===== src/mips_isa_pkg.sv =====
`default_nettype none

package mips_isa_pkg;

  typedef logic [31:0] word_t;     // data or byte address
  typedef logic [4:0]  reg_addr_t; // gpr index

  // primary opcodes, inst[31:26]
  typedef enum logic [5:0] {
    OP_SPECIAL = 6'h00, // r-type, see funct
    OP_J       = 6'h02,
    OP_BEQ     = 6'h04,
    OP_BNE     = 6'h05,
    OP_ADDIU   = 6'h09,
    OP_SLTI    = 6'h0a,
    OP_ANDI    = 6'h0c,
    OP_ORI     = 6'h0d,
    OP_LUI     = 6'h0f,
    OP_LW      = 6'h23,
    OP_SW      = 6'h2b
  } opcode_t;

  // r-type function codes, inst[5:0]
  typedef enum logic [5:0] {
    FN_ADDU = 6'h21,
    FN_SUBU = 6'h23,
    FN_AND  = 6'h24,
    FN_OR   = 6'h25,
    FN_XOR  = 6'h26,
    FN_SLT  = 6'h2a
  } funct_t;

  typedef enum logic [3:0] {
    ALU_ADD, // no overflow trap, addu semantics
    ALU_SUB,
    ALU_AND,
    ALU_OR,
    ALU_XOR,
    ALU_SLT, // signed compare
    ALU_LUI  // passes operand b, already shifted by the extender
  } alu_op_t;

  typedef enum logic [1:0] {
    IMM_SIGN,  // arith, loads, stores, branches
    IMM_ZERO,  // andi, ori
    IMM_UPPER  // lui
  } imm_ext_t;

  localparam reg_addr_t REG_ZERO = 5'd0; // hard-wired zero

endpackage

`default_nettype wire


===== src/mips_pipe_pkg.sv =====
`default_nettype none

package mips_pipe_pkg;

  localparam mips_isa_pkg::word_t RESET_PC = 32'h0000_0000;

  typedef struct packed {
    logic                  write_reg;   // writes gpr at writeback
    logic                  reg_dst;     // 1 = rd, 0 = rt
    mips_isa_pkg::alu_op_t alu_op;
    logic                  alu_src_imm; // operand b from immediate
    logic                  mem_read;    // lw
    logic                  mem_write;   // sw
    logic                  branch_ne;
    logic                  branch_eq;
    logic                  jump;        // j, 26-bit index
  } ctrl_t;

  typedef struct packed {
    logic                    valid;
    ctrl_t                   ctrl;
    mips_isa_pkg::reg_addr_t rs;
    mips_isa_pkg::reg_addr_t rt;
    mips_isa_pkg::reg_addr_t rd;
    mips_isa_pkg::word_t     rdata_a;   // rs from reg file
    mips_isa_pkg::word_t     rdata_b;   // rt from reg file
    mips_isa_pkg::word_t     imm;       // extended immediate
    mips_isa_pkg::word_t     pc_plus_4; // delay slot address
    logic [25:0]             jump_idx;
  } id_ex_t;

  typedef struct packed {
    logic                    valid;
    logic                    write_reg;
    logic                    mem_read;
    mips_isa_pkg::reg_addr_t dest;
    mips_isa_pkg::word_t     alu_result; // also the load address
  } ex_mem_t;

  typedef struct packed {
    logic                    write_reg;
    logic                    mem_read;  // selects load_data at writeback
    mips_isa_pkg::reg_addr_t dest;
    mips_isa_pkg::word_t     alu_result;
    mips_isa_pkg::word_t     load_data;
  } mem_wb_t;

  typedef enum logic [1:0] {
    FWD_NONE, // reg file value
    FWD_MEM,  // alu result in memory stage
    FWD_WB    // writeback bus
  } fwd_sel_t;

  typedef struct packed {
    logic                re;
    logic                we;
    logic [29:0]         addr;  // word address
    mips_isa_pkg::word_t wdata;
  } dmem_req_t;

  typedef struct packed {
    logic                    en;
    mips_isa_pkg::reg_addr_t addr;
    mips_isa_pkg::word_t     data;
  } wb_trace_t;

endpackage

`default_nettype wire


===== src/decode_stage.sv =====
`timescale 1ns/1ps
`default_nettype none

module decode_stage (
  input  logic                     clk,
  input  logic                     rst,
  input  logic                     stall_fde,
  input  mips_isa_pkg::word_t      if_inst,
  input  mips_isa_pkg::word_t      if_pc,
  input  logic                     if_valid,
  input  mips_pipe_pkg::wb_trace_t wb,        // reg file write
  output mips_pipe_pkg::id_ex_t    id_ex
);
  import mips_isa_pkg::*;
  import mips_pipe_pkg::*;

  opcode_t   opcode;
  funct_t    funct;
  reg_addr_t rs;
  reg_addr_t rt;
  reg_addr_t rd;
  reg_addr_t dest;
  ctrl_t     ctrl;
  imm_ext_t  imm_sel;
  word_t     imm_ext;
  word_t     rs_data;
  word_t     rt_data;
  word_t     pc_plus_4;

  assign opcode    = opcode_t'(if_inst[31:26]);
  assign funct     = funct_t'(if_inst[5:0]);
  assign rs        = if_inst[25:21];
  assign rt        = if_inst[20:16];
  assign rd        = if_inst[15:11];
  assign dest      = (opcode == OP_SPECIAL) ? rd : rt; // r-type writes rd
  assign pc_plus_4 = if_pc + 32'd4;

  reg_file u_reg_file (
    .clk,
    .rs_addr (rs),
    .rt_addr (rt),
    .rs_data,
    .rt_data,
    .wb
  );

  always_comb begin
    ctrl             = '0;
    ctrl.mem_read    = (opcode == OP_LW);
    ctrl.mem_write   = (opcode == OP_SW);
    ctrl.branch_eq   = (opcode == OP_BEQ);
    ctrl.branch_ne   = (opcode == OP_BNE);
    ctrl.jump        = (opcode == OP_J);
    ctrl.reg_dst     = (opcode == OP_SPECIAL);
    ctrl.alu_src_imm = opcode inside {OP_ADDIU, OP_SLTI, OP_ANDI, OP_ORI, OP_LUI, OP_LW, OP_SW};
    ctrl.write_reg   = opcode inside {OP_ADDIU, OP_SLTI, OP_ANDI, OP_ORI, OP_LUI, OP_LW};
    case (opcode)
      OP_SPECIAL: begin
        ctrl.write_reg = 1'b1;
        case (funct)
          FN_ADDU: ctrl.alu_op = ALU_ADD;
          FN_SUBU: ctrl.alu_op = ALU_SUB;
          FN_AND:  ctrl.alu_op = ALU_AND;
          FN_OR:   ctrl.alu_op = ALU_OR;
          FN_XOR:  ctrl.alu_op = ALU_XOR;
          FN_SLT:  ctrl.alu_op = ALU_SLT;
          default: ctrl.write_reg = 1'b0; // unknown funct, nop
        endcase
      end
      OP_SLTI: ctrl.alu_op = ALU_SLT;
      OP_ANDI: ctrl.alu_op = ALU_AND;
      OP_ORI:  ctrl.alu_op = ALU_OR;
      OP_LUI:  ctrl.alu_op = ALU_LUI;
      default: ctrl.alu_op = ALU_ADD;     // addiu, address calc, unused for branches
    endcase
    if (!if_valid) begin
      ctrl = '0;                          // squashed slot
    end else if (dest == REG_ZERO) begin
      ctrl.write_reg = 1'b0;              // r0 stays zero, never on wb
    end
  end

  always_comb begin
    case (opcode)
      OP_ANDI, OP_ORI: imm_sel = IMM_ZERO;
      OP_LUI:          imm_sel = IMM_UPPER;
      default:         imm_sel = IMM_SIGN;
    endcase
    case (imm_sel)
      IMM_ZERO:  imm_ext = {16'h0000, if_inst[15:0]};
      IMM_UPPER: imm_ext = {if_inst[15:0], 16'h0000};
      default:   imm_ext = {{16{if_inst[15]}}, if_inst[15:0]};
    endcase
  end

  always_ff @(posedge clk) begin
    if (rst) begin
      id_ex.valid <= 1'b0;
      id_ex.ctrl  <= '0;
    end else if (stall_fde) begin
      // held op in execute still collects results retiring beneath it
      if (wb.en && wb.addr == id_ex.rs) id_ex.rdata_a <= wb.data;
      if (wb.en && wb.addr == id_ex.rt) id_ex.rdata_b <= wb.data;
    end else begin
      id_ex.valid     <= if_valid;
      id_ex.ctrl      <= ctrl;
      id_ex.rs        <= rs;
      id_ex.rt        <= rt;
      id_ex.rd        <= rd;
      id_ex.rdata_a   <= rs_data;
      id_ex.rdata_b   <= rt_data;
      id_ex.imm       <= imm_ext;
      id_ex.pc_plus_4 <= pc_plus_4;
      id_ex.jump_idx  <= if_inst[25:0];
    end
  end

endmodule

`default_nettype wire


===== src/execute_stage.sv =====
`timescale 1ns/1ps
`default_nettype none

module execute_stage (
  input  logic                     clk,
  input  logic                     rst,
  input  mips_pipe_pkg::id_ex_t    id_ex,
  input  mips_isa_pkg::reg_addr_t  mem_dest,      // memory stage destination
  input  logic                     mem_write_reg,
  input  logic                     mem_read,      // memory stage holds a load
  input  mips_isa_pkg::word_t      mem_fwd,       // memory stage alu result
  input  mips_pipe_pkg::wb_trace_t wb,
  output logic                     stall_fde,
  output logic                     branch_taken,
  output mips_isa_pkg::word_t      branch_target,
  output mips_pipe_pkg::dmem_req_t dmem_req,
  output mips_pipe_pkg::ex_mem_t   ex_mem
);
  import mips_isa_pkg::*;
  import mips_pipe_pkg::*;

  fwd_sel_t  fwd_a;
  fwd_sel_t  fwd_b;
  word_t     src_a;      // forwarded rs
  word_t     src_b;      // forwarded rt, also store data
  word_t     alu_b;
  word_t     alu_out;
  word_t     br_offset;
  reg_addr_t ex_dest;
  logic      ops_equal;

  // younger producer wins, a load in memory stage is never a source
  function automatic fwd_sel_t fwd_pick(reg_addr_t src);
    fwd_sel_t sel;
    sel = FWD_NONE;
    if (wb.en && wb.addr == src) sel = FWD_WB;
    if (mem_write_reg && !mem_read && mem_dest == src) sel = FWD_MEM;
    return sel;
  endfunction

  function automatic word_t fwd_value(fwd_sel_t sel, word_t rf_val);
    case (sel)
      FWD_MEM: return mem_fwd;
      FWD_WB:  return wb.data;
      default: return rf_val;
    endcase
  endfunction

  always_comb begin
    fwd_a = fwd_pick(id_ex.rs);
    fwd_b = fwd_pick(id_ex.rt);
    src_a = fwd_value(fwd_a, id_ex.rdata_a);
    src_b = fwd_value(fwd_b, id_ex.rdata_b);
  end

  assign alu_b = id_ex.ctrl.alu_src_imm ? id_ex.imm : src_b;

  always_comb begin
    case (id_ex.ctrl.alu_op)
      ALU_ADD: alu_out = src_a + alu_b;        // wraps, no trap
      ALU_SUB: alu_out = src_a - alu_b;
      ALU_AND: alu_out = src_a & alu_b;
      ALU_OR:  alu_out = src_a | alu_b;
      ALU_XOR: alu_out = src_a ^ alu_b;
      ALU_SLT: alu_out = {31'd0, $signed(src_a) < $signed(alu_b)};
      ALU_LUI: alu_out = alu_b;                // extender did the shift
      default: alu_out = src_a + alu_b;
    endcase
  end

  // load in memory stage feeding this op, hold one cycle
  assign stall_fde = id_ex.valid & mem_read & mem_write_reg &
                     ((mem_dest == id_ex.rs) | (mem_dest == id_ex.rt));

  assign ops_equal = (src_a == src_b);
  assign br_offset = {id_ex.imm[29:0], 2'b00};
  assign branch_taken = id_ex.valid & ~stall_fde &
                        (id_ex.ctrl.jump |
                         (id_ex.ctrl.branch_eq &  ops_equal) |
                         (id_ex.ctrl.branch_ne & ~ops_equal));
  assign branch_target = id_ex.ctrl.jump ?
                         {id_ex.pc_plus_4[31:28], id_ex.jump_idx, 2'b00} :
                         id_ex.pc_plus_4 + br_offset;

  assign ex_dest = id_ex.ctrl.reg_dst ? id_ex.rd : id_ex.rt;

  // no request while stalled, address may be stale
  assign dmem_req = '{re:    id_ex.valid & id_ex.ctrl.mem_read & ~stall_fde,
                      we:    id_ex.valid & id_ex.ctrl.mem_write & ~stall_fde,
                      addr:  alu_out[31:2],
                      wdata: src_b};

  always_ff @(posedge clk) begin
    if (rst || stall_fde) begin
      ex_mem.valid     <= 1'b0;              // bubble into memory stage
      ex_mem.write_reg <= 1'b0;
      ex_mem.mem_read  <= 1'b0;
    end else begin
      ex_mem.valid      <= id_ex.valid;
      ex_mem.write_reg  <= id_ex.ctrl.write_reg;
      ex_mem.mem_read   <= id_ex.ctrl.mem_read;
      ex_mem.dest       <= ex_dest;
      ex_mem.alu_result <= alu_out;
    end
  end

endmodule

`default_nettype wire


===== src/fetch_unit.sv =====
`timescale 1ns/1ps
`default_nettype none

module fetch_unit (
  input  logic                clk,
  input  logic                rst,
  input  logic                stall_fde,     // load-use hold
  input  logic                branch_taken,  // redirect from execute
  input  mips_isa_pkg::word_t branch_target,
  output logic [29:0]         imem_addr,     // word address, data returns next cycle
  input  mips_isa_pkg::word_t imem_data,
  output mips_isa_pkg::word_t if_inst,
  output mips_isa_pkg::word_t if_pc,
  output logic                if_valid
);
  import mips_isa_pkg::*;
  import mips_pipe_pkg::*;

  word_t pc;        // address of the word now on imem_data
  word_t next_pc;
  word_t inst_sel;
  logic  fetch_run; // low in the first cycle after reset, memory still priming

  always_comb begin
    if (!fetch_run || stall_fde) begin
      next_pc = pc;                    // refetch same word
    end else if (branch_taken) begin
      next_pc = branch_target;
    end else begin
      next_pc = pc + 32'd4;
    end
  end

  assign imem_addr = next_pc[31:2];
  assign inst_sel  = stall_fde ? if_inst : imem_data; // recirculate while held

  always_ff @(posedge clk) begin
    if (rst) begin
      pc        <= RESET_PC;
      fetch_run <= 1'b0;
      if_inst   <= '0;                 // sll r0 bubble
      if_pc     <= RESET_PC;
      if_valid  <= 1'b0;
    end else begin
      pc        <= next_pc;
      fetch_run <= 1'b1;
      if_inst   <= (branch_taken || !fetch_run) ? '0 : inst_sel; // squash behind delay slot
      if (!stall_fde) begin
        if_pc    <= pc;
        if_valid <= fetch_run & ~branch_taken;
      end
    end
  end

endmodule

`default_nettype wire


===== src/mips_core.sv =====
`timescale 1ns/1ps
`default_nettype none

module mips_core (
  input  logic                     clk,
  input  logic                     rst,
  output logic [29:0]              imem_addr,  // next pc, word address
  input  mips_isa_pkg::word_t      imem_data,
  output mips_pipe_pkg::dmem_req_t dmem_req,
  input  mips_isa_pkg::word_t      dmem_rdata,
  output mips_pipe_pkg::wb_trace_t wb          // reg file write bus
);
  import mips_isa_pkg::*;
  import mips_pipe_pkg::*;

  word_t     if_inst;
  word_t     if_pc;
  logic      if_valid;
  id_ex_t    id_ex;
  ex_mem_t   ex_mem;
  logic      stall_fde;
  logic      branch_taken;
  word_t     branch_target;
  reg_addr_t mem_dest;
  logic      mem_write_reg;
  logic      mem_read;
  word_t     mem_fwd;

  fetch_unit u_fetch (
    .clk, .rst, .stall_fde, .branch_taken, .branch_target,
    .imem_addr, .imem_data, .if_inst, .if_pc, .if_valid
  );

  decode_stage u_decode (
    .clk, .rst, .stall_fde, .if_inst, .if_pc, .if_valid,
    .wb, .id_ex
  );

  execute_stage u_execute (
    .clk, .rst, .id_ex, .mem_dest, .mem_write_reg, .mem_read, .mem_fwd,
    .wb, .stall_fde, .branch_taken, .branch_target, .dmem_req, .ex_mem
  );

  result_stage u_result (
    .clk, .rst, .ex_mem, .dmem_rdata,
    .mem_dest, .mem_write_reg, .mem_read, .mem_fwd, .wb
  );

endmodule

`default_nettype wire


===== src/reg_file.sv =====
`timescale 1ns/1ps
`default_nettype none

module reg_file (
  input  logic                      clk,
  input  mips_isa_pkg::reg_addr_t   rs_addr,
  input  mips_isa_pkg::reg_addr_t   rt_addr,
  output mips_isa_pkg::word_t       rs_data,
  output mips_isa_pkg::word_t       rt_data,
  input  mips_pipe_pkg::wb_trace_t  wb       // write port
);
  import mips_isa_pkg::*;

  word_t regs [32];

  // r0 reads zero, same-cycle write passes straight through
  function automatic word_t read_port(reg_addr_t a);
    if (a == REG_ZERO) return '0;
    if (wb.en && wb.addr == a) return wb.data;
    return regs[a];
  endfunction

  always_comb begin
    rs_data = read_port(rs_addr);
    rt_data = read_port(rt_addr);
  end

  always_ff @(posedge clk) begin
    if (wb.en) regs[wb.addr] <= wb.data; // en never set for r0
  end

endmodule

`default_nettype wire


===== src/result_stage.sv =====
`timescale 1ns/1ps
`default_nettype none

module result_stage (
  input  logic                     clk,
  input  logic                     rst,
  input  mips_pipe_pkg::ex_mem_t   ex_mem,
  input  mips_isa_pkg::word_t      dmem_rdata,    // valid the cycle after re
  output mips_isa_pkg::reg_addr_t  mem_dest,
  output logic                     mem_write_reg,
  output logic                     mem_read,
  output mips_isa_pkg::word_t      mem_fwd,
  output mips_pipe_pkg::wb_trace_t wb
);
  import mips_pipe_pkg::*;

  mem_wb_t mem_wb;

  // memory stage view for forwarding and load-use check
  assign mem_dest      = ex_mem.dest;
  assign mem_write_reg = ex_mem.valid & ex_mem.write_reg;
  assign mem_read      = ex_mem.valid & ex_mem.mem_read;
  assign mem_fwd       = ex_mem.alu_result;

  always_ff @(posedge clk) begin
    if (rst) begin
      mem_wb.write_reg <= 1'b0;
      mem_wb.mem_read  <= 1'b0;
    end else begin
      mem_wb.write_reg  <= mem_write_reg;
      mem_wb.mem_read   <= mem_read;
      mem_wb.dest       <= ex_mem.dest;
      mem_wb.alu_result <= ex_mem.alu_result;
      mem_wb.load_data  <= dmem_rdata;       // whole word, no byte lanes
    end
  end

  // writeback straight out of the register
  assign wb = '{en:   mem_wb.write_reg,
                addr: mem_wb.dest,
                data: mem_wb.mem_read ? mem_wb.load_data : mem_wb.alu_result};

endmodule

`default_nettype wire


===== config.mk =====
export PLATFORM = sky130hd
export DESIGN_NAME = mips_core
export DESIGN_NICKNAME = d
export VERILOG_FILES = /design/src/mips_isa_pkg.sv /design/src/mips_pipe_pkg.sv /design/src/decode_stage.sv /design/src/execute_stage.sv /design/src/fetch_unit.sv /design/src/mips_core.sv /design/src/reg_file.sv /design/src/result_stage.sv
export SDC_FILE = /design/constraint.sdc
export NUM_CORES = 2
export LEC_CHECK = 0
export BUFFER_PORTS_ARGS = -buffer_cell sky130_fd_sc_hd__buf_4
export CAP_MARGIN = 20
export CORE_AREA = 2 2 413 415
export CTS_CLUSTER_DIAMETER = 80
export DETAILED_ROUTE_END_ITERATION = 8
export DIE_AREA = 0 0 415 417
export PLACE_DENSITY = 0.65
export SLEW_MARGIN = 25
export SYNTH_ARGS = -nofsm -noshare
export SYNTH_HDL_FRONTEND = slang
export SYNTH_HIERARCHICAL = 1
export SYNTH_SLANG_ARGS = --single-unit

===== constraint.sdc =====
create_clock -name clk -period 8.7 [get_ports clk]
set_input_delay 2.175 -clock clk [delete_from_list [all_inputs] [get_ports clk]]
set_output_delay 2.175 -clock clk [all_outputs]
set_load 0.01 [all_outputs]

==> results.cfg <==
[sta]
max_slew.worst_pin.slew_ps = 1145
skew_ps = 52.43
finalSetupTns_ps = 0
period_share_pct = 99.23
slew_headroom_pct = 23.70
slew_viol_final = 0
hold_viol = 0
rsz0062_at_grt = no
finalSetupViolCount = 0
period_minus_slack_ps = 8633
fmax_mhz = 115.8

[worst_hold_path]
holdCritPathClass = reg -> reg
min_from = u_decode/id_ex[172]$_SDFFE_PP0N_

[die]
io_pins = 198
core_area_um2 = 168500
fp.dieArea_um2 = 173100
start_util_pct = 43.56
die_y_um = 417
rows = 151
chipWidth_um = 415

[routing]
drc = 0
antenna_left = 0
firstDrtPassIters = 7
avgViaCountPerCell = 6.669
drtIter0Drc = 7467
wl_per_cell_um = 33.29
totalWireLength_um = 259200
vias = 51920

[placed_design]
dp_hpwl_um = 162700
portBuffers = 197
gp_congestion = 0.9676

[critical_path]
slowest_delay_ps = 530
cp-start-kind = flip-flop
reg2reg_from = u_decode/id_ex[162]$_DFFE_PP_
critPathMostFrequentCell = buf_4
cp.arrival_ps = 6460
criticalPathCategory = reg -> out
crit_slowest_cell = and4_2
cp_max_fo = 26
cp_num_buf_inv = 4
cp_cell_sequence = buf_4, xnor2_1, and4_2, buf_4, nand4_1, a31oi_2, xnor2_1, nand4_1, nor4_2, nand4_1, mux2i_1, a21oi_4, buf_4, nand2_1, a211oi_1, a21oi_1, buf_4
critPathTopFamily = simple AND/OR/NAND/NOR gates
startpoint = u_result/wb[36]$_DFFE_PN_
required_ps = 6530
end_kind = output pin

[power_and_ir_drop]
p_leak_uw = 0.02665
finalPower_uw = 16110
peakVddDrop_v = 0.0001457
power_density_nw_per_um2 = 196.1

[finish]
area_growth_pct = 11.96
nets = 5645
drive_above_1_share_pct = 21.70

[global_routing]
antenna_found_initial = 11
grt_pass1_vias = 49590
grt_start_max_net_pins = 114
grt_overflow = 0
grt_pass1_wl_um = 364100
grt_use_total_pct = 29.19

[synthesis]
syn-num-nets = 5560
postSynthAreaPerCell_um2 = 13.69
synth_cells = 5362
yosys_warnings = 6
synth.cell_area_um2 = 73420

[clocking]
clkTransAtPathRegs_ps = 60
h-tree-depth = 4
cts.sinks = 1393
cts_tree = done
worstSkewPairLatency_ps = 830
clock_tree.root_cell = clkbuf_16
ctsHoldBuffers = 0
clk_path_buf_depth = 3
numCtsBuffers = 154

[run]
max_cap_violations = 0

[status]
outcome = completed
-- timing repair --
| action | 4_1_cts | 5_1_grt |
|---|---|---|
| endpoints found under the setup margin | 27 | 19 |
| pin swaps | 1 | 3 |
| setup buffers | 3 | 7 |
| gates resized for setup | 8 | 14 |
-- per-layer routing --
metal / track usage, % / vias up / part of all wire [%]
li1: - / 21460 / -
met1: 37.53 / 26410 / 37
met2: 45.95 / 3430 / 46
met3: 7.506 / 616 / 11
met4: 14.54 / 4 / 5.5
met5: 0 / - / 0.010
-- final cells by class --
class	instances	area, um^2
fill	14370	86330
inverter	191	721.9
multi-input combinational	3305	29900
antenna	4	10.01
sequential	1393	40760
timing repair buffer	402	3118
clock buffer	189	4090
tap	2218	2775
clock inverter	83	827.0
-- metrics by stage --
stage                     setup slack, ps  instances  instance area [um^2]  hold slack (ps)  utilization (%)
after floorplan                      1643       5362                 73420            424.6                -
after global placement              729.4       7499                 77080            458.0            45.74
after detailed placement            626.5       7499                 77090            456.0            45.74
after CTS                           70.13       7774                 82070            465.1            48.70
after global routing                2.371       7782                 82190            484.8            48.77
final                               67.34       7785                 82200            466.5            48.77
-- placed cells by master, fill, tap and decap left out, types with 33 or more instances in the layout --
| cell | count |
|---|---|
| a211oi_1 | 84 |
| a21o_1 | 55 |
| a21oi_1 | 198 |
| o31ai_1 | 40 |
| a31oi_1 | 70 |
| inv_1 | 186 |
| mux2_2 | 33 |
| nand3_1 | 59 |
| mux4_2 | 382 |
| clkbuf_16 | 157 |
| nand4_1 | 86 |
| xnor2_1 | 95 |
| mux2i_1 | 371 |
| nor2_1 | 199 |
| o21ai_0 | 228 |
| buf_4 | 394 |
| nor2_4 | 39 |
| a22oi_1 | 90 |
| nor2b_1 | 54 |
| nand2_1 | 266 |
| o221ai_1 | 57 |
| xor2_1 | 37 |
| edfxtp_1 | 1282 |
| nor3_1 | 125 |
| a221oi_1 | 56 |
| o22ai_1 | 68 |
| ha_1 | 126 |
| dfxtp_1 | 100 |
-- power breakdown --
part | total (uW) | switching (uW) | internal (uW)
logic | 2020 | 1310 | 705
clock network | 6400 | 2810 | 3590
registers | 7700 | 160 | 7540
total | 16100 | 4280 | 11800
-- registers in the layout (all words and copies together), names as in the netlist, 6 cells and up --
register	flops
u_fetch/if_inst	32
u_result/mem_wb	65
u_fetch/if_pc	30
u_fetch/pc	30
u_execute/ex_mem	40
u_decode/u_reg_file/regs	1024
u_result/wb	6
u_decode/id_ex	164
-- worst register-to-register path: stages (launching register included) --
cell	delay, ps
edfxtp_1	510
xnor2_1	280
nand2_2	340
buf_4	290
o31ai_1	240
a31oi_1	210
mux2i_1	340
inv_1	80
ha_1	440
inv_1	70
a21oi_1	220
o31a_1	280
o21bai_1	110
a211o_1	340
a2111oi_0	790
o41ai_1	210
mux2_2	310
nor3_1	260
buf_4	190
-- worst paths after layout --
| check | endpoint | slack [ps] | cells after the start |
|---|---|---|---|
| worst min-delay path | u_decode/id_ex[172]$_SDFFE_PP0N_ | 470 | 2 |
| worst max register to register | u_execute/ex_mem[14]$_DFFE_PN_ | 3060 | 18 |
| worst max-delay path | imem_addr[29] | 70 | 17 |
| worst min register to register | u_decode/id_ex[172]$_SDFFE_PP0N_ | 470 | 2 |
(Power assumes the default switching activity.)
